==> src/csr_pkg.sv <==
package csr_pkg;

    typedef logic [31:0] csr_word_t;
    typedef logic [13:0] csr_num_t;
    typedef logic [5:0]  ecode_t;
    typedef logic [8:0]  esubcode_t;

    // register numbers
    localparam csr_num_t CSR_CRMD   = 14'h0;
    localparam csr_num_t CSR_PRMD   = 14'h1;
    localparam csr_num_t CSR_ECFG   = 14'h4;
    localparam csr_num_t CSR_ESTAT  = 14'h5;
    localparam csr_num_t CSR_ERA    = 14'h6;
    localparam csr_num_t CSR_BADV   = 14'h7;
    localparam csr_num_t CSR_EENTRY = 14'hc;
    localparam csr_num_t CSR_SAVE0  = 14'h30;  // SAVE1.. follow on
    localparam csr_num_t CSR_TID    = 14'h40;
    localparam csr_num_t CSR_TCFG   = 14'h41;
    localparam csr_num_t CSR_TVAL   = 14'h42;
    localparam csr_num_t CSR_TICLR  = 14'h44;

    localparam ecode_t    ECODE_ADE     = 6'h08;
    localparam ecode_t    ECODE_ALE     = 6'h09;
    localparam esubcode_t ESUBCODE_ADEF = 9'h0;  // fetch address error

    // field positions and widths
    localparam int          CRMD_IE_BIT       = 2;
    localparam int          CRMD_DA_BIT       = 3;
    localparam int          EENTRY_VA_LSB     = 6;
    localparam int          IS_WIDTH          = 13;
    localparam logic [12:0] ECFG_LIE_MASK     = 13'h1bff;
    localparam int          INT_TIMER_BIT     = 11;
    localparam int          HW_INT_WIDTH      = 8;
    localparam int          TCFG_EN_BIT       = 0;
    localparam int          TCFG_PERIODIC_BIT = 1;
    localparam int          TICLR_CLR_BIT     = 0;

    // bit-wise write rule shared by every register group
    function automatic csr_word_t wmerge(csr_word_t old, csr_word_t mask,
                                         csr_word_t value);
        return (old & ~mask) | (value & mask);
    endfunction

endpackage

==> src/csr_mode.sv <==
module csr_mode (
    input  logic               clk,
    input  logic               reset,
    input  logic               csr_we,
    input  csr_pkg::csr_num_t  csr_num,
    input  csr_pkg::csr_word_t csr_wmask,
    input  csr_pkg::csr_word_t csr_wvalue,
    input  logic               wb_ex,
    input  logic               ertn_flush,
    input  csr_pkg::csr_word_t wb_pc,
    output logic               crmd_ie,
    output csr_pkg::csr_word_t ex_entry,
    output csr_pkg::csr_word_t ertn_entry,
    output csr_pkg::csr_word_t rvalue_mode
);
    import csr_pkg::*;

    logic [1:0]                crmd_plv;
    logic [1:0]                prmd_pplv;
    logic                      prmd_pie;
    csr_word_t                 era;
    logic [31:EENTRY_VA_LSB]   eentry_va;
    csr_word_t                 crmd_word;
    csr_word_t                 prmd_word;
    csr_word_t                 eentry_word;
    csr_word_t                 crmd_next;
    csr_word_t                 prmd_next;
    csr_word_t                 era_next;
    csr_word_t                 eentry_next;

    always_comb begin
        crmd_word = '0;
        crmd_word[1:0] = crmd_plv;
        crmd_word[CRMD_IE_BIT] = crmd_ie;
        crmd_word[CRMD_DA_BIT] = 1'b1;  // direct address only
    end

    assign prmd_word   = {29'b0, prmd_pie, prmd_pplv};
    assign eentry_word = {eentry_va, {EENTRY_VA_LSB{1'b0}}};

    assign crmd_next   = wmerge(crmd_word, csr_wmask, csr_wvalue);
    assign prmd_next   = wmerge(prmd_word, csr_wmask, csr_wvalue);
    assign era_next    = wmerge(era, csr_wmask, csr_wvalue);
    assign eentry_next = wmerge(eentry_word, csr_wmask, csr_wvalue);

    always_ff @(posedge clk) begin
        if (reset) begin
            crmd_plv  <= '0;
            crmd_ie   <= 1'b0;
            prmd_pplv <= '0;
            prmd_pie  <= 1'b0;
            era       <= '0;
            eentry_va <= '0;
        end else begin
            if (wb_ex) begin
                prmd_pplv <= crmd_plv;  // save mode, enter kernel
                prmd_pie  <= crmd_ie;
                crmd_plv  <= '0;
                crmd_ie   <= 1'b0;
                era       <= wb_pc;
            end else if (ertn_flush) begin
                crmd_plv <= prmd_pplv;
                crmd_ie  <= prmd_pie;
            end else if (csr_we) begin
                case (csr_num)
                    CSR_CRMD: begin
                        crmd_plv <= crmd_next[1:0];
                        crmd_ie  <= crmd_next[CRMD_IE_BIT];
                    end
                    CSR_PRMD: begin
                        prmd_pplv <= prmd_next[1:0];
                        prmd_pie  <= prmd_next[2];
                    end
                    CSR_ERA: era <= era_next;
                    default: ;
                endcase
            end
            // entry address is not touched by exceptions
            if (csr_we && csr_num == CSR_EENTRY)
                eentry_va <= eentry_next[31:EENTRY_VA_LSB];
        end
    end

    assign ex_entry   = eentry_word;
    assign ertn_entry = era;

    always_comb begin
        case (csr_num)  // head of the read chain
            CSR_CRMD:   rvalue_mode = crmd_word;
            CSR_PRMD:   rvalue_mode = prmd_word;
            CSR_ERA:    rvalue_mode = era;
            CSR_EENTRY: rvalue_mode = eentry_word;
            default:    rvalue_mode = '0;
        endcase
    end

endmodule

==> src/csr_exc.sv <==
module csr_exc (
    input  logic                             clk,
    input  logic                             reset,
    input  logic                             csr_we,
    input  csr_pkg::csr_num_t                csr_num,
    input  csr_pkg::csr_word_t               csr_wmask,
    input  csr_pkg::csr_word_t               csr_wvalue,
    input  logic                             wb_ex,
    input  csr_pkg::ecode_t                  wb_ecode,
    input  csr_pkg::esubcode_t               wb_esubcode,
    input  csr_pkg::csr_word_t               wb_pc,
    input  csr_pkg::csr_word_t               wb_vaddr,
    input  logic [csr_pkg::HW_INT_WIDTH-1:0] hw_int,
    input  logic                             crmd_ie,
    input  logic                             timer_int,
    input  csr_pkg::csr_word_t               rvalue_mode,
    output logic                             has_int,
    output csr_pkg::csr_word_t               rvalue_exc
);
    import csr_pkg::*;

    logic [IS_WIDTH-1:0]     ecfg_lie;
    logic [1:0]              is_sw;
    logic [HW_INT_WIDTH-1:0] is_hw;
    logic [IS_WIDTH-1:0]     estat_is;
    ecode_t                  estat_ecode;
    esubcode_t               estat_esubcode;
    csr_word_t               badv;
    logic                    addr_err;
    csr_word_t               ecfg_word;
    csr_word_t               estat_word;
    csr_word_t               ecfg_next;
    csr_word_t               estat_next;

    always_comb begin
        estat_is = '0;
        estat_is[1:0] = is_sw;
        estat_is[9:2] = is_hw;
        estat_is[INT_TIMER_BIT] = timer_int;  // flag lives in the timer
    end

    assign ecfg_word  = {19'b0, ecfg_lie};
    assign estat_word = {1'b0, estat_esubcode, estat_ecode, 3'b0, estat_is};
    assign ecfg_next  = wmerge(ecfg_word, csr_wmask, csr_wvalue);
    assign estat_next = wmerge(estat_word, csr_wmask, csr_wvalue);

    assign addr_err = (wb_ecode == ECODE_ALE) || (wb_ecode == ECODE_ADE);

    always_ff @(posedge clk) begin
        if (reset) begin
            ecfg_lie       <= '0;
            is_sw          <= '0;
            is_hw          <= '0;
            estat_ecode    <= '0;
            estat_esubcode <= '0;
            badv           <= '0;
        end else begin
            is_hw <= hw_int;  // sampled every cycle
            if (csr_we && csr_num == CSR_ECFG)
                ecfg_lie <= ecfg_next[IS_WIDTH-1:0] & ECFG_LIE_MASK;
            if (csr_we && csr_num == CSR_ESTAT)
                is_sw <= estat_next[1:0];  // only the software bits
            if (wb_ex) begin
                estat_ecode    <= wb_ecode;
                estat_esubcode <= wb_esubcode;
                if (addr_err)
                    badv <= (wb_ecode == ECODE_ADE && wb_esubcode == ESUBCODE_ADEF) ?
                            wb_pc : wb_vaddr;
            end
        end
    end

    assign has_int = (|(estat_is[11:0] & ecfg_lie[11:0])) & crmd_ie;

    always_comb begin
        rvalue_exc = rvalue_mode;
        case (csr_num)
            CSR_ECFG:  rvalue_exc = rvalue_mode | ecfg_word;
            CSR_ESTAT: rvalue_exc = rvalue_mode | estat_word;
            CSR_BADV:  rvalue_exc = rvalue_mode | badv;
            default:   ;
        endcase
    end

endmodule

==> src/csr_timer.sv <==
module csr_timer #(
    parameter int TIMER_WIDTH = 32
) (
    input  logic               clk,
    input  logic               reset,
    input  logic               csr_we,
    input  csr_pkg::csr_num_t  csr_num,
    input  csr_pkg::csr_word_t csr_wmask,
    input  csr_pkg::csr_word_t csr_wvalue,
    input  csr_pkg::csr_word_t rvalue_exc,
    output logic               timer_int,
    output csr_pkg::csr_word_t rvalue_timer
);
    import csr_pkg::*;

    csr_word_t              tid;
    logic                   tcfg_en;
    logic                   tcfg_periodic;
    logic [TIMER_WIDTH-3:0] tcfg_initval;
    logic [TIMER_WIDTH-1:0] timer_cnt;
    csr_word_t              tid_next;
    csr_word_t              tcfg_word;
    csr_word_t              tcfg_next;
    logic                   tcfg_wr;
    logic                   ticlr_wr;
    logic                   cnt_zero;

    assign tcfg_word = csr_word_t'({tcfg_initval, tcfg_periodic, tcfg_en});
    assign tcfg_next = wmerge(tcfg_word, csr_wmask, csr_wvalue);
    assign tid_next  = wmerge(tid, csr_wmask, csr_wvalue);
    assign tcfg_wr   = csr_we && csr_num == CSR_TCFG;
    assign ticlr_wr  = csr_we && csr_num == CSR_TICLR
                       && csr_wmask[TICLR_CLR_BIT] && csr_wvalue[TICLR_CLR_BIT];
    assign cnt_zero  = (timer_cnt == '0);

    always_ff @(posedge clk) begin
        if (reset) begin
            tid           <= '0;
            tcfg_en       <= 1'b0;
            tcfg_periodic <= 1'b0;
            tcfg_initval  <= '0;
        end else begin
            if (csr_we && csr_num == CSR_TID)
                tid <= tid_next;
            if (tcfg_wr) begin
                tcfg_en       <= tcfg_next[TCFG_EN_BIT];
                tcfg_periodic <= tcfg_next[TCFG_PERIODIC_BIT];
                tcfg_initval  <= tcfg_next[TIMER_WIDTH-1:2];
            end
        end
    end

    // countdown, parks at all ones in one-shot mode
    always_ff @(posedge clk) begin
        if (reset) begin
            timer_cnt <= '1;
        end else if (tcfg_wr && tcfg_next[TCFG_EN_BIT]) begin
            timer_cnt <= {tcfg_next[TIMER_WIDTH-1:2], 2'b00};
        end else if (tcfg_en && timer_cnt != '1) begin
            if (cnt_zero && tcfg_periodic)
                timer_cnt <= {tcfg_initval, 2'b00};
            else
                timer_cnt <= timer_cnt - 1'b1;
        end
    end

    always_ff @(posedge clk) begin
        if (reset)
            timer_int <= 1'b0;
        else if (tcfg_en && cnt_zero)
            timer_int <= 1'b1;  // expiry wins over a clear
        else if (ticlr_wr)
            timer_int <= 1'b0;
    end

    always_comb begin
        rvalue_timer = rvalue_exc;
        case (csr_num)  // TICLR reads as zero
            CSR_TID:  rvalue_timer = rvalue_exc | tid;
            CSR_TCFG: rvalue_timer = rvalue_exc | tcfg_word;
            CSR_TVAL: rvalue_timer = rvalue_exc | csr_word_t'(timer_cnt);
            default:  ;
        endcase
    end

endmodule

==> src/csr_save.sv <==
module csr_save #(
    parameter int NUM_SAVE = 4
) (
    input  logic               clk,
    input  logic               reset,
    input  logic               csr_we,
    input  csr_pkg::csr_num_t  csr_num,
    input  csr_pkg::csr_word_t csr_wmask,
    input  csr_pkg::csr_word_t csr_wvalue,
    input  csr_pkg::csr_word_t rvalue_timer,
    output csr_pkg::csr_word_t csr_rvalue
);
    import csr_pkg::*;

    csr_word_t save_q [NUM_SAVE];
    csr_word_t save_word;

    always_ff @(posedge clk) begin
        for (int i = 0; i < NUM_SAVE; i++) begin
            if (reset)
                save_q[i] <= '0;
            else if (csr_we && csr_num == CSR_SAVE0 + csr_num_t'(i))
                save_q[i] <= wmerge(save_q[i], csr_wmask, csr_wvalue);
        end
    end

    always_comb begin
        save_word = '0;
        for (int i = 0; i < NUM_SAVE; i++) begin
            if (csr_num == CSR_SAVE0 + csr_num_t'(i))
                save_word = save_q[i];
        end
    end

    assign csr_rvalue = rvalue_timer | save_word;  // end of the read chain

endmodule

==> src/csr_top.sv <==
module csr_top #(
    parameter int TIMER_WIDTH = 32,
    parameter int NUM_SAVE    = 4
) (
    input  logic                             clk,
    input  logic                             reset,
    input  logic                             csr_we,
    input  csr_pkg::csr_num_t                csr_num,
    input  csr_pkg::csr_word_t               csr_wmask,
    input  csr_pkg::csr_word_t               csr_wvalue,
    output csr_pkg::csr_word_t               csr_rvalue,
    input  logic                             wb_ex,
    input  csr_pkg::ecode_t                  wb_ecode,
    input  csr_pkg::esubcode_t               wb_esubcode,
    input  csr_pkg::csr_word_t               wb_pc,
    input  csr_pkg::csr_word_t               wb_vaddr,
    input  logic                             ertn_flush,
    input  logic [csr_pkg::HW_INT_WIDTH-1:0] hw_int,
    output csr_pkg::csr_word_t               ex_entry,
    output csr_pkg::csr_word_t               ertn_entry,
    output logic                             has_int
);
    import csr_pkg::*;

    logic      crmd_ie;
    logic      timer_int;
    csr_word_t rvalue_mode;
    csr_word_t rvalue_exc;
    csr_word_t rvalue_timer;

    csr_mode csr_mode_inst (
        .clk, .reset, .csr_we, .csr_num, .csr_wmask, .csr_wvalue,
        .wb_ex, .ertn_flush, .wb_pc,
        .crmd_ie, .ex_entry, .ertn_entry, .rvalue_mode
    );

    csr_exc csr_exc_inst (
        .clk, .reset, .csr_we, .csr_num, .csr_wmask, .csr_wvalue,
        .wb_ex, .wb_ecode, .wb_esubcode, .wb_pc, .wb_vaddr, .hw_int,
        .crmd_ie, .timer_int, .rvalue_mode,
        .has_int, .rvalue_exc
    );

    csr_timer #(.TIMER_WIDTH(TIMER_WIDTH)) csr_timer_inst (
        .clk, .reset, .csr_we, .csr_num, .csr_wmask, .csr_wvalue,
        .rvalue_exc, .timer_int, .rvalue_timer
    );

    csr_save #(.NUM_SAVE(NUM_SAVE)) csr_save_inst (
        .clk, .reset, .csr_we, .csr_num, .csr_wmask, .csr_wvalue,
        .rvalue_timer, .csr_rvalue
    );

endmodule

==> config.mk <==
export PLATFORM = sky130hd
export DESIGN_NAME = csr_top
export DESIGN_NICKNAME = d
export VERILOG_FILES = /design/src/csr_pkg.sv /design/src/csr_mode.sv /design/src/csr_exc.sv /design/src/csr_timer.sv /design/src/csr_save.sv /design/src/csr_top.sv
export SDC_FILE = /design/constraint.sdc
export NUM_CORES = 1
export LEC_CHECK = 0
export BUFFER_PORTS_ARGS = -buffer_cell sky130_fd_sc_hd__buf_4
export CORE_ASPECT_RATIO = 1.75
export CORE_MARGIN = 5
export CORE_UTILIZATION = 40
export CTS_BUF_LIST = sky130_fd_sc_hd__clkbuf_8
export DETAILED_ROUTE_END_ITERATION = 10
export PLACE_DENSITY_LB_ADDON = 0.12
export SLEW_MARGIN = 15
export SYNTH_ARGS = -nofsm -noshare
export SYNTH_HDL_FRONTEND = slang
export SYNTH_SLANG_ARGS = --single-unit
==> constraint.sdc <==
create_clock -name clk -period 6.85 [get_ports clk]
set_input_delay 2.055 -clock clk [delete_from_list [all_inputs] [get_ports clk]]
set_output_delay 2.055 -clock clk [all_outputs]
set_load 0.02 [all_outputs]
; ---- Word level (Yosys, flattened, before mapping)
; Memories as Yosys holds them, arrays and structs flattened.
; Index checks and enable logic that the tools add are counted.
[classes]
addsub = 1
eq_ne = 18
mux = 49
bitwise = 39
reduce_logical = 34
[ops]
columns = operator, count
row1 = two-way mux 32 bit, 16
row2 = OR 32 bit, 13
row3 = AND 32 bit, 9
row4 = case mux 32 bit (3 select lines), 2
row5 = case mux 32 bit (4 select lines), 1
row6 = == test 14 x 3 -> 1 bit (second input constant), 4
row7 = == test 14 x 6 -> 1 bit (second input constant), 4
row8 = == test 14 x 7 -> 1 bit (second input constant), 4
row9 = zero test 32 bit, 1
row10 = != test 32 bit (second input constant), 1
row11 = inverter 32 bit, 1
row12 = OR 32 x 13 -> 32 bit, 1
row13 = OR 32 x 31 -> 32 bit, 1
row14 = subtractor 32 x 1 -> 32 bit (second input constant), 1
row15 = two-way mux 1 bit, 23
row16 = logical AND 1 bit, 17
row17 = == test 14 x 1 -> 1 bit (second input constant), 1
row18 = == test 14 x 4 -> 1 bit (second input constant), 1
row19 = zero test 14 bit, 1
row20 = two-way mux 2 bit, 7
row21 = nonzero test 2 bit, 7
row22 = AND 13 bit, 1
row23 = OR 13 bit, 1
row24 = AND 12 bit, 1
row25 = 14 further kinds, 22
[totals]
regBits = 230
mem_bits_rw = 128
in_bits = 170
output_inout_bits = 97
wordCells = 160
n_memories = 1
[mem_list]
columns = name, depth, width, rd, rd_clocked_by_memory_dff, write_ports, line
row1 = csr_save_inst.save_q, 4, 32, 4, 0, 4, csr_save.sv:15  ; csr_word_t save_q [NUM_SAVE];

; ---- Longest topological paths before layout
; Gate-level depths: netlist (run 1).
[logic_depth]
word_depth = 7
depth_mapped = 10
depth_no_buf = 8

; ---- Hierarchy
; From an unflattened synthesis (run 1), not the netlist that was laid out.
[unflattened]
cells_unflattened = 2264
area_unflattened_um2 = 21151.5
[modules_own_cells]
columns = module, n_inst, cells_each, area_per_inst_um2, seq_area_each_um2
row1 = csr_save, 1, 533, 7414.6, 3843.7
row2 = csr_timer, 1, 842, 5983.2, 1941.9
row3 = csr_mode, 1, 468, 4023.9, 1281.2
row4 = csr_exc, 1, 421, 3729.8, 1381.3

; ---- Worst setup path after synthesis (run 1)
; OpenSTA, ideal clock, no wires.
[synth_timing]
kind = input to output
start = input port csr_num[0]
end = output port csr_rvalue[31]
t_arrival_ns = 4.002
t_required_ns = 4.795
path_slack_ns = 0.793
path_stages = 6
path_buffers = 3
path_cell_list = clkbuf_1 > buf_1 > buf_1 > mux2_2 > a222oi_1 > nand2_1
[synth_via]
elab_chain_cells = 7
elab_cells_between_ends = 28
classes_between = eq/ne: 13 / mux: 7 / bitwise: 7 / reduce/logical: 1
[synth_lines]
columns = item, line
row1 = start: declaration, csr_top.sv:8  ; input csr_pkg::csr_num_t csr_num,
row2 = "== test 14 x 4 -> 1 bit, or another cell as far along", csr_mode.sv:88  ; case (csr_num)
row3 = case mux 32 bit (4 select lines), csr_mode.sv:88
row4 = "OR 32 bit, or another cell as far along", csr_exc.sv:80  ; CSR_BADV: rvalue_exc = rvalue_mode | badv;
row5 = case mux 32 bit (3 select lines), csr_exc.sv:77  ; case (csr_num)
row6 = OR 32 bit (on tied branches), "csr_timer.sv:81, csr_timer.sv:79, csr_timer.sv:80"
row7 = case mux 32 bit (3 select lines), csr_timer.sv:78  ; case (csr_num)
row8 = OR 32 bit (*), csr_save.sv:35  ; assign csr_rvalue = rvalue_timer | save_word;
row9 = end: declaration, csr_top.sv:11  ; output csr_pkg::csr_word_t csr_rvalue,
; Every way passes the cells marked *; elsewhere a longest branch is shown, timed or not.

; ---- Final worst setup path (run 1)
[layout_timing]
start = input port csr_num[7]
end = output port csr_rvalue[23]
; Same word-level chain as after synthesis.

==> results by group, run 1 <==
GRT
  – Vias in the first global route: 18600
  – Global-route wire length before repair: 122000 um
  – GRT Util Overall: 31.0%
  – Initial antenna violation count: 3
  – Pin count of the biggest net entering global routing: 89
  – Grt ovf: 0

Logic synthesis
  – Async SR Flop Fraction: 0%
  – Post-synthesis sequential area ratio: 44.5%
  – Cell Area, Synth: 19000 um^2
  – Synth top area share: 24.2%
  – Netlist cell types: 65
  – Number of enable flip-flop cells after synthesis: 128
  – Yosys warning count: 0
  – Yosys top cell by area: dfxtp_1
  – Syn_area_per_cell: 8.71 um^2
  – Leading cell types by count after synthesis: nand2_1 (277), dfxtp_1 (230), a21oi_1 (207)
  – Mapped Cells: 2182
  – Largest cells by area after synthesis: dfxtp_1 (24%), edfxtp_1 (20%), mux2i_1 (7.6%), nand2_1 (5.5%), a21oi_1 (5.5%)
  – Synth Flop Type: dfxtp_1
  – Synth Register Bits: 358
  – Most common cell in the netlist: nand2_1

Route
  – DRT Pass-1 Iters: 8
  – ANT nets after route: 0
  – Wire per inst: 27.9 um
  – Via count: 18300
  – Routed WL: 84000 um
  – Drt first-iter violations: 1631
  – DRC Markers: 0
  – Vias per inst: 6.09

Floorplanning
  – Die height: 298 um
  – Core Region: 47000 um^2
  – IO Pins: 267
  – Die area: 52100 um^2
  – Die W: 175 um
  – Initial Util: 40.4%
  – Row count: 105

Power and ir drop
  – Clock power share: 40.1%
  – VDD IR max: 0.145 mV
  – Net Sw Power: 0.00126 W
  – PwrDens: 202 nW/um^2
  – Sw Share: 27.5%
  – Seq pwr share: 50.2%
  – Power share of the combinational group: 9.7%
  – Cell internal pwr: 0.00331 W
  – Leakage power: 8.80 nW

Critical path
  – R2R depth: 8
  – Slowest stage delay, CP: 0.56 ns
  – Crit path DAT: 4.52 ns
  – Reg2reg start: csr_timer_inst.timer_cnt[23]$_SDFFE_PP1P_
  – Worst Path Required: 4.80 ns
  – CP Class: in -> out
  – Most used cell, CP: buf_4
  – R2r setup slk: 3.39 ns
  – CP max-delay cell: nor4_2
  – Reg2Reg Capture Point: csr_timer_inst.timer_cnt[17]$_SDFFE_PP1P_
  – Crit-path max FO: 13
  – Buf/Inv on CP: 3
  – Worst Setup End Kind: output pin
  – CP Launch Type: input pin
  – WP depth: 9
  – CP delay by family, top: simple AND/OR/NAND/NOR gates
  – Critical-path cell list: buf_4 -> nor4_2 -> and3_1 -> nand2_1 -> buf_4 -> nor2_1 -> a221oi_1 -> nand3_1 -> buf_4

Clock network
  – Clock root buffer: clkbuf_8
  – CTS max path bufs: 3
  – CTS tree: yes
  – Post_cts resized: 0
  – CTS Hold Bufs: 0
  – Sink Count: 358
  – Worst-skew pair later-pin latency: 0.68 ns
  – H-tree lvl count: 2
  – Num CTS Buffers: 56
  – Setup bufs post-CTS: 0
  – Clock-pin slew on the worst setup and hold paths: 0.07 ns

Layout
  – Fin nets: 2543
  – Fill count: 4676
  – Ratio of cells with drive above 1 in the final layout: 17.4%
  – Post-route design area: 22600 um^2
  – Register area: 8450 um^2
  – Area grow syn2layout: 18.8%
  – Area of the multi-input gates: 9790 um^2

Placed design
  – Placer Congestion: 0.907
  – Post-DP HPWL: 60000 um
  – DP Area: 21500 um^2
  – Number of port buffers: 260

STA
  – Hold Vio Cnt, Final: 0
  – Worst Max-Slew Pin Slew: 1.11 ns
  – Slew headroom: 25.7%
  – Final setup TNS: 0 ns
  – Period utilization: 95.9%
  – WHS: 0.476 ns
  – Highest Clock Rate: 152 MHz
  – Final Max Slew Viols: 0
  – Final setup violation count: 0
  – Fin Clk Skew: 0.0402 ns
  – Unrepaired setup endpoints after global routing: false
  – Fin crit period: 6.57 ns

Hold path
  – Worst Hold Endpoint: csr_timer_inst.tcfg_initval[14]$_SDFFE_PP0P_
  – Hold path start: csr_timer_inst.tcfg_initval[14]$_SDFFE_PP0P_
  – Cells on Worst Hold Path: 2
  – Worst Hold Class: reg -> reg

Flow run
  – Max Cap Violations: 0

Outcome
  – Status: complete, no violations
## power groups by stage
stage / clock, W / combinational (W) / sequential (W)
after global routing: 0.00194 / 0.000468 / 0.00230
final: 0.00183 / 0.000444 / 0.00229
after detailed placement: 0 / 0.000441 / 0.00234
after global placement: 0 / 0.000438 / 0.00234
after floorplan: 0 / 0.000195 / 0.00233
after CTS: 0.00185 / 0.000442 / 0.00229
## worst min-delay path, delay by kind of cell, from the launching register on
family	cells	cell delay, ns
DFF	1	0.32
and+or+nand+nor	1	0.06
AOI/OAI and AO/OA	1	0.05
## worst max path at each step
stage / slack, ns / start / endpoint
final: 0.28 / csr_num[7] / csr_rvalue[23]
after global routing: 0.23 / csr_num[7] / csr_rvalue[15]
after CTS: 0.40 / csr_num[7] / csr_rvalue[23]
after detailed placement: 0.42 / csr_num[7] / csr_rvalue[15]
after global placement: 0.38 / csr_num[7] / csr_rvalue[23]
after floorplan: 0.79 / csr_num[0] / csr_rvalue[31]
## stage by stage
step	setup slack, ns	std cells	power, W	utilization, %
floorplan	0.793	2187	0.00253	-
global placement	0.376	2901	0.00277	45.6
detailed placement	0.417	2901	0.00278	45.6
CTS	0.401	3007	0.00459	48.0
global route	0.226	3010	0.00470	48.0
finish	0.279	3010	0.00457	48.0
## cell type report
| type | count | share of cell area (%) |
|---|---|---|
| multi-input cells | 1619 | 43.4 |
| flip-flops and latches | 358 | 37.4 |
| repair buffers | 311 | 10.6 |
| clock buffers | 64 | 3.90 |
| well taps | 588 | 3.26 |
| clock inverters | 42 | 0.959 |
| inverters | 25 | 0.416 |
| diodes | 3 | 0.0333 |
## kinds of logic (layout without fill, tap and decap cells)
group / after synthesis / after routing / share of synthesized area, %
AND/OR/NAND/NOR: 869 / 869 / 22.0
AO/OA/AOI/OAI: 565 / 565 / 19.4
flip-flops: 358 / 358 / 44.5
buffers and inverters: 210 / 442 / 4.44
multiplexers: 156 / 156 / 8.53
XOR/XNOR: 21 / 21 / 0.968
adder cells (fa/ha/maj): 2 / 2 / 0.132
other: 1 / 9 / 0.0197
## layout by cell type, fill, tap and decap left out, drive strengths merged, types with 58 or more instances in the layout
| cell type | Yosys | routed |
|---|---|---|
| mux2i | 144 | 144 |
| o21ai | 78 | 78 |
| dfxtp | 230 | 230 |
| edfxtp | 128 | 128 |
| nor2 | 201 | 201 |
| clkbuf | 145 | 65 |
| inv | 25 | 58 |
| nand3 | 76 | 76 |
| a21oi | 207 | 207 |
| buf | 40 | 310 |
| nand2b | 141 | 141 |
| nand2 | 278 | 278 |
| nor3 | 64 | 64 |
## per-layer routing
metal / track usage (%) / up-vias / routed length, um
met5: 0 / - / 0
met4: 25.3 / 0 / 8260
met3: 4.40 / 290 / 5490
met2: 55.0 / 918 / 42500
met1: 32.3 / 8831 / 27800
li1: - / 8283 / -
No activity file was read; power rests on OpenSTA's default activity.
==> run 2: changes to the inputs <==
--- a/config.mk
+++ b/config.mk
@@ -6,9 +6,11 @@
 export NUM_CORES = 1
 export LEC_CHECK = 0
 export BUFFER_PORTS_ARGS = -buffer_cell sky130_fd_sc_hd__buf_4
+export CELL_PAD_IN_SITES_DETAIL_PLACEMENT = 1
+export CELL_PAD_IN_SITES_GLOBAL_PLACEMENT = 2
 export CORE_ASPECT_RATIO = 1.75
 export CORE_MARGIN = 5
-export CORE_UTILIZATION = 40
+export CORE_UTILIZATION = 39
 export CTS_BUF_LIST = sky130_fd_sc_hd__clkbuf_8
 export DETAILED_ROUTE_END_ITERATION = 10
 export PLACE_DENSITY_LB_ADDON = 0.12
==> run 2 against run 1 <==
  * Power rose by 2.8%
  * Sequential share of layout area fell by 0.42 points
  * Worst hold slack got worse by 0.0083 ns
  * Critical path depth did not move
  * Maximum frequency rose by 1.5%
  * Sequential cell count did not move
  * Non-clock buffer count rose by 5
  * Count of clock-buffer cells in the layout rose by 12
  * Global-route usage rose by 1.7 points
  * Design area rose by 1.1%
  * Via count rose by 2.6%
  * Combinational power rose by 4.5%
  * Critical endpoint is now csr_rvalue[30]
  * Largest cell class unchanged
  * Highest routed layer unchanged
==> results by group, run 2 (synthesis gave the netlist of run 1 again) <==
Placed design
  – Post-DP HPWL: 67600 um (+13%)
  – Placer Congestion: 0.930 (+2.6%)
  – Dpl ws: 0.448 ns (+0.0311 ns)
  – Number of port buffers: 260 (unchanged)
  – Placed cell count: 2972 (+2.4%)

Critical path
  – CP Launch Type: input pin
  – Crit path DAT: 4.42 ns (-0.10 ns)
  – Crit-path max FO: 13 (unchanged)
  – R2r setup slk: 3.33 ns (-0.06 ns)
  – R2R depth: 8 (unchanged)
  – CP Class: in -> out
  – Origin of the worst setup path: csr_num[7]
  – Worst Setup End Kind: output pin
  – Reg2reg start: csr_timer_inst.timer_cnt[9]$_SDFFE_PP1P_
  – Worst Path Required: 4.80 ns (about the same)

STA
  – Fin crit period: 6.48 ns (-0.0946 ns)
  – Hold Vio Cnt, Final: 0 (unchanged)
  – Worst Max-Slew Pin Slew: 1.14 ns (+0.0288 ns)
  – Slew headroom: 23.6% (-2.2 points)
  – Final setup TNS: 0 ns (unchanged)
  – Final setup violation count: 0 (unchanged)
  – Period utilization: 94.6% (-1.4 points)
  – Unrepaired setup endpoints after global routing: false
  – Highest Clock Rate: 154 MHz (+1.5%)
  – Setup ws final: 0.373 ns (+0.0946 ns)
  – Fin Clk Skew: 0.0190 ns (-0.0212 ns)
  – Final Max Slew Viols: 0 (unchanged)

Hold path
  – Worst Hold Class: reg -> reg
  – Cells on Worst Hold Path: 2 (unchanged)

Power and ir drop
  – PwrDens: 206 nW/um^2 (+1.7%)
  – Leakage power: 8.85 nW (+0.54%)
  – VDD IR max: 0.156 mV (+7.8%)

Clock network
  – CTS tree: yes
  – Num CTS Buffers: 59 (+5.4%)
  – H-tree lvl count: 2 (unchanged)
  – Post_cts resized: 0 (unchanged)
  – Clock root buffer: clkbuf_8
  – Clock-pin slew on the worst setup and hold paths: 0.06 ns (about the same)
  – CTS Hold Bufs: 0 (unchanged)
  – Worst-skew pair later-pin latency: 0.66 ns (-0.02 ns)
  – Setup bufs post-CTS: 0 (unchanged)
  – CTS max path bufs: 3 (unchanged)
  – Sink Count: 358 (unchanged)

Route
  – Via count: 18800 (+2.6%)
  – Wire per inst: 29.2 um (+4.7%)
  – ANT nets after route: 0 (unchanged)
  – Drt first-iter violations: 1388 (-15%)
  – Routed WL: 90100 um (+7.2%)
  – DRT Pass-1 Iters: 5 (-3)
  – Vias per inst: 6.10 (+0.24%)
  – DRC Markers: 0 (unchanged)

Floorplanning
  – Die area: 53400 um^2 (+2.4%)
  – Row count: 107 (+1.9%)
  – IO Pins: 267 (unchanged)
  – Die height: 302 um (+1.2%)
  – Initial Util: 39.2% (-1.2 points)
  – Die W: 177 um (+1.2%)
  – Core Region: 48500 um^2 (+3.0%)

Layout
  – Ratio of cells with drive above 1 in the final layout: 18.0% (+0.61 points)
  – Most common cell after layout, fill and taps aside: buf_4
  – Commonest cells after routing, fill and taps aside: buf_4 (308), nand2_1 (275), dfxtp_1 (230)
  – Final non-filler cell total: 3081 (+2.4%)
  – Fin nets: 2551 (+0.31%)
  – Area grow syn2layout: 20.1%

GRT
  – GRT Util Overall: 32.7% (+1.7 points)
  – Pin count of the biggest net entering global routing: 186 (+110%)
  – Grt ovf: 0 (unchanged)
  – Vias in the first global route: 19700 (+6.2%)
  – Global-route wire length before repair: 130000 um (+6.8%)
  – Initial antenna violation count: 2 (-1)

Flow run
  – Max Cap Violations: 0 (unchanged)

Outcome
  – Status: complete, no violations
run 2: cell count changes in the layout (fill, tap and decap cells not counted), sizes merged:
cell	change
clkinvlp	+2
bufinv	-1
inv	-11
diode	-2
buf	+6
clkbuf	+11
run 2: metal layers:
metal	GRT usage (%)	share of wire [%]	up-vias
met4	23.6	8.9	0
met1	32.5	33	9387
li1	-	-	8307
met5	0	0	-
met2	61.8	53	805
met3	3.95	4.7	301
run 2: critical path, stage by stage:
cell and delay, ns:
buf_4 0.12, nor4_2 0.43, nand3_1 0.36, nor3_2 0.44
buf_12 0.20, a22o_1 0.14, a31oi_1 0.04, o21ai_0 0.40
buf_4 0.23
run 2: worst paths after layout:
check	end
max reg2reg	csr_timer_inst.timer_cnt[25]$_SDFFE_PP1P_
min	flop
min reg2reg	flop
max	csr_rvalue[30]
run 2: area by class of cell:
type	instances	area, um^2
clock buffers	76	1050
repair buffers	316	2460
inverters	25	93.8
flip-flops and latches	358	8450
well taps	654	818
fillers	5785	25600
diodes	1	2.50
multi-input cells	1619	9800
clock inverters	32	148
run 2: report_power, final:
part           internal (W)  switching, W  total [W]  leakage (nW)
clock network      0.000995      0.000943    0.00194         0.687
registers           0.00225     0.0000436    0.00229          3.19
logic              0.000165      0.000299   0.000464          4.98
run 2: metrics by stage:
step	total power (W)	area, um^2	util, %	hold WS, ns
4_1_cts	0.00473	22800	47.1	0.466
6_report	0.00469	22800	47.1	0.467
2_1_floorplan	0.00253	19000	-	0.437
3_3_place_gp	0.00279	21600	44.6	0.458
3_5_place_dp	0.00280	21600	44.6	0.457
5_1_grt	0.00484	22800	47.1	0.505
==> run 3: changes to the inputs <==
--- a/config.mk
+++ b/config.mk
@@ -12,8 +12,11 @@
 export CORE_MARGIN = 5
 export CORE_UTILIZATION = 39
 export CTS_BUF_LIST = sky130_fd_sc_hd__clkbuf_8
+export CTS_CLUSTER_SIZE = 16
 export DETAILED_ROUTE_END_ITERATION = 10
 export PLACE_DENSITY_LB_ADDON = 0.12
+export SETUP_SLACK_MARGIN = 0.4
+export SKIP_LAST_GASP = 1
 export SLEW_MARGIN = 15
 export SYNTH_ARGS = -nofsm -noshare
 export SYNTH_HDL_FRONTEND = slang
==> run 3 against run 2 <==
  * Critical path depth decreased by 2
  * Global-route usage about the same
  * Routed wire length decreased by 0.19%
  * Critical path type unchanged
  * Utilization increased by 0.16 points
  * Clock skew increased by 0.0018 ns
==> results by group, run 3 (synthesis gave the netlist of run 1 again) <==
STA
  – Highest Clock Rate: 155 MHz (+0.70%)
  – Final setup TNS: 0 ns (unchanged)
  – Final setup violation count: 0 (unchanged)
  – Setup ws final: 0.418 ns (+0.0450 ns)
  – Fin crit period: 6.43 ns (-0.0450 ns)
  – Fin Clk Skew: 0.0208 ns (+0.00177 ns)
  – Period utilization: 93.9% (-0.66 points)
  – Final Max Slew Viols: 0 (unchanged)
  – Worst Max-Slew Pin Slew: 1.30 ns (+0.158 ns)
  – Unrepaired setup endpoints after global routing: false
  – Slew headroom: 13.2% (-10 points)
  – Hold Vio Cnt, Final: 0 (unchanged)

Power and ir drop
  – PwrDens: 208 nW/um^2 (+1.1%)
  – VDD IR max: 0.156 mV (about the same)
  – Leakage power: 8.89 nW (+0.42%)

Clock network
  – Worst-skew pair later-pin latency: 0.65 ns (about the same)
  – H-tree lvl count: 2 (unchanged)
  – Clock root buffer: clkbuf_8
  – CTS Hold Bufs: 0 (unchanged)
  – Clock-pin slew on the worst setup and hold paths: 0.06 ns (about the same)
  – Sink Count: 358 (unchanged)
  – Num CTS Buffers: 59 (unchanged)
  – CTS max path bufs: 3 (unchanged)
  – CTS tree: yes

Route
  – Via count: 18800 (-0.14%)
  – DRT Pass-1 Iters: 6 (+1)
  – ANT nets after route: 0 (unchanged)
  – Routed WL: 89900 um (-0.19%)
  – DRC Markers: 0 (unchanged)
  – Wire per inst: 29.2 um (-0.25%)
  – Vias per inst: 6.09 (-0.20%)
  – Drt first-iter violations: 1238 (-11%)

Placed design
  – Dpl ws: 0.448 ns (unchanged)
  – Number of port buffers: 260 (unchanged)
  – Placer Congestion: 0.930 (unchanged)
  – DP Area: 21600 um^2 (unchanged)
  – Post-DP HPWL: 67600 um (unchanged)

Layout
  – Ratio of cells with drive above 1 in the final layout: 18.3% (+0.36 points)
  – Fill count: 5787 (+0.035%)
  – Commonest cells after routing, fill and taps aside: buf_4 (310), nand2_1 (275), dfxtp_1 (230)
  – Area grow syn2layout: 20.5%
  – Post-route design area: 22900 um^2 (+0.33%)
  – Most common cell after layout, fill and taps aside: buf_4
  – Fin nets: 2553 (+0.078%)

Floorplanning
  – Core Region: 48500 um^2 (unchanged)
  – Row count: 107 (unchanged)
  – IO Pins: 267 (unchanged)
  – Die height: 302 um (unchanged)
  – Die W: 177 um (unchanged)
  – Initial Util: 39.2% (unchanged)
  – Die area: 53400 um^2 (unchanged)

GRT
  – Pin count of the biggest net entering global routing: 186 (unchanged)
  – GRT Util Overall: 32.7% (about the same)
  – Global-route wire length before repair: 130000 um (about the same)
  – Initial antenna violation count: 1 (-1)
  – Grt ovf: 0 (unchanged)
  – Vias in the first global route: 19700 (-0.066%)

Critical path
  – Crit path DAT: 4.38 ns (-0.04 ns)
  – Crit-path max FO: 19 (+6)
  – Worst Setup End Kind: output pin
  – CP Class: in -> out
  – CP Launch Type: input pin
  – Worst Path Required: 4.80 ns (about the same)

Flow run
  – Max Cap Violations: 0 (unchanged)

Hold path
  – Worst Hold Class: reg -> reg

Outcome
  – Status: complete, no violations
## run 3: cell types whose count changed in the layout (fill, tap and decap cells not counted), sizes merged
| cell | before | now |
|---|---|---|
| buf | 316 | 318 |
| clkbuf | 76 | 77 |
| clkinvlp | 2 | 0 |
| clkinv | 8 | 12 |
| inv | 47 | 43 |
| bufinv | 0 | 1 |
## run 3: path summary, 6_finish.rpt
path	cells after the start	end	start	slack [ns]
worst max-delay path	7	csr_rvalue[4]	csr_num[0]	0.42
worst min-delay path	2	flop	flop	0.47
worst max register to register	8	csr_timer_inst.timer_cnt[25]$_SDFFE_PP1P_	csr_timer_inst.timer_cnt[9]$_SDFFE_PP1P_	3.31
worst min register to register	2	flop	flop	0.47
## run 3: what timing repair did
action                     CTS  global route
resized for setup            0             3
setup buffers                0             2
setup endpoints to repair    0             2
## run 3: where the power goes
part	total [W]	internal, W	switching, W
Sequential	0.00229	0.00225	0.0000436
Clock	0.00200	0.00105	0.000955
Combinational	0.000464	0.000166	0.000299
## run 3: layout make-up
| class | instances | area [um^2] | area share (%) |
|---|---|---|---|
| timing repair buffer | 318 | 2480 | 10.8 |
| antenna | 1 | 2.50 | 0.0109 |
| inverter | 25 | 93.8 | 0.410 |
| clock buffer | 77 | 1060 | 4.63 |
| multi-input combinational | 1619 | 9820 | 42.9 |
| tap | 654 | 818 | 3.57 |
| clock inverter | 31 | 175 | 0.765 |
| sequential | 358 | 8450 | 36.9 |
## run 3: worst max-delay path: stages
cell and delay (ns):
buf_4 0.36, buf_4 0.36, buf_4 0.32, mux4_2 0.46
a221oi_1 0.46, nand3_1 0.16, buf_4 0.18
## run 3: per-stage QoR
stage | util [%] | hold WS, ns | total power [W] | cells
after floorplan | - | 0.437 | 0.00253 | 2187
after global placement | 44.6 | 0.458 | 0.00279 | 2972
after detailed placement | 44.6 | 0.457 | 0.00280 | 2972
after CTS | 47.2 | 0.466 | 0.00479 | 3080
after global routing | 47.2 | 0.505 | 0.00492 | 3083
final | 47.2 | 0.467 | 0.00476 | 3083
## run 3: per-layer routing
layer	share of wire [%]	vias to the layer above	global-route usage [%]
li1	-	8325	-
met1	33	9336	32.4
met2	53	798	61.5
met3	4.8	315	4.16
met4	9.2	0	24.3
met5	0	-	0
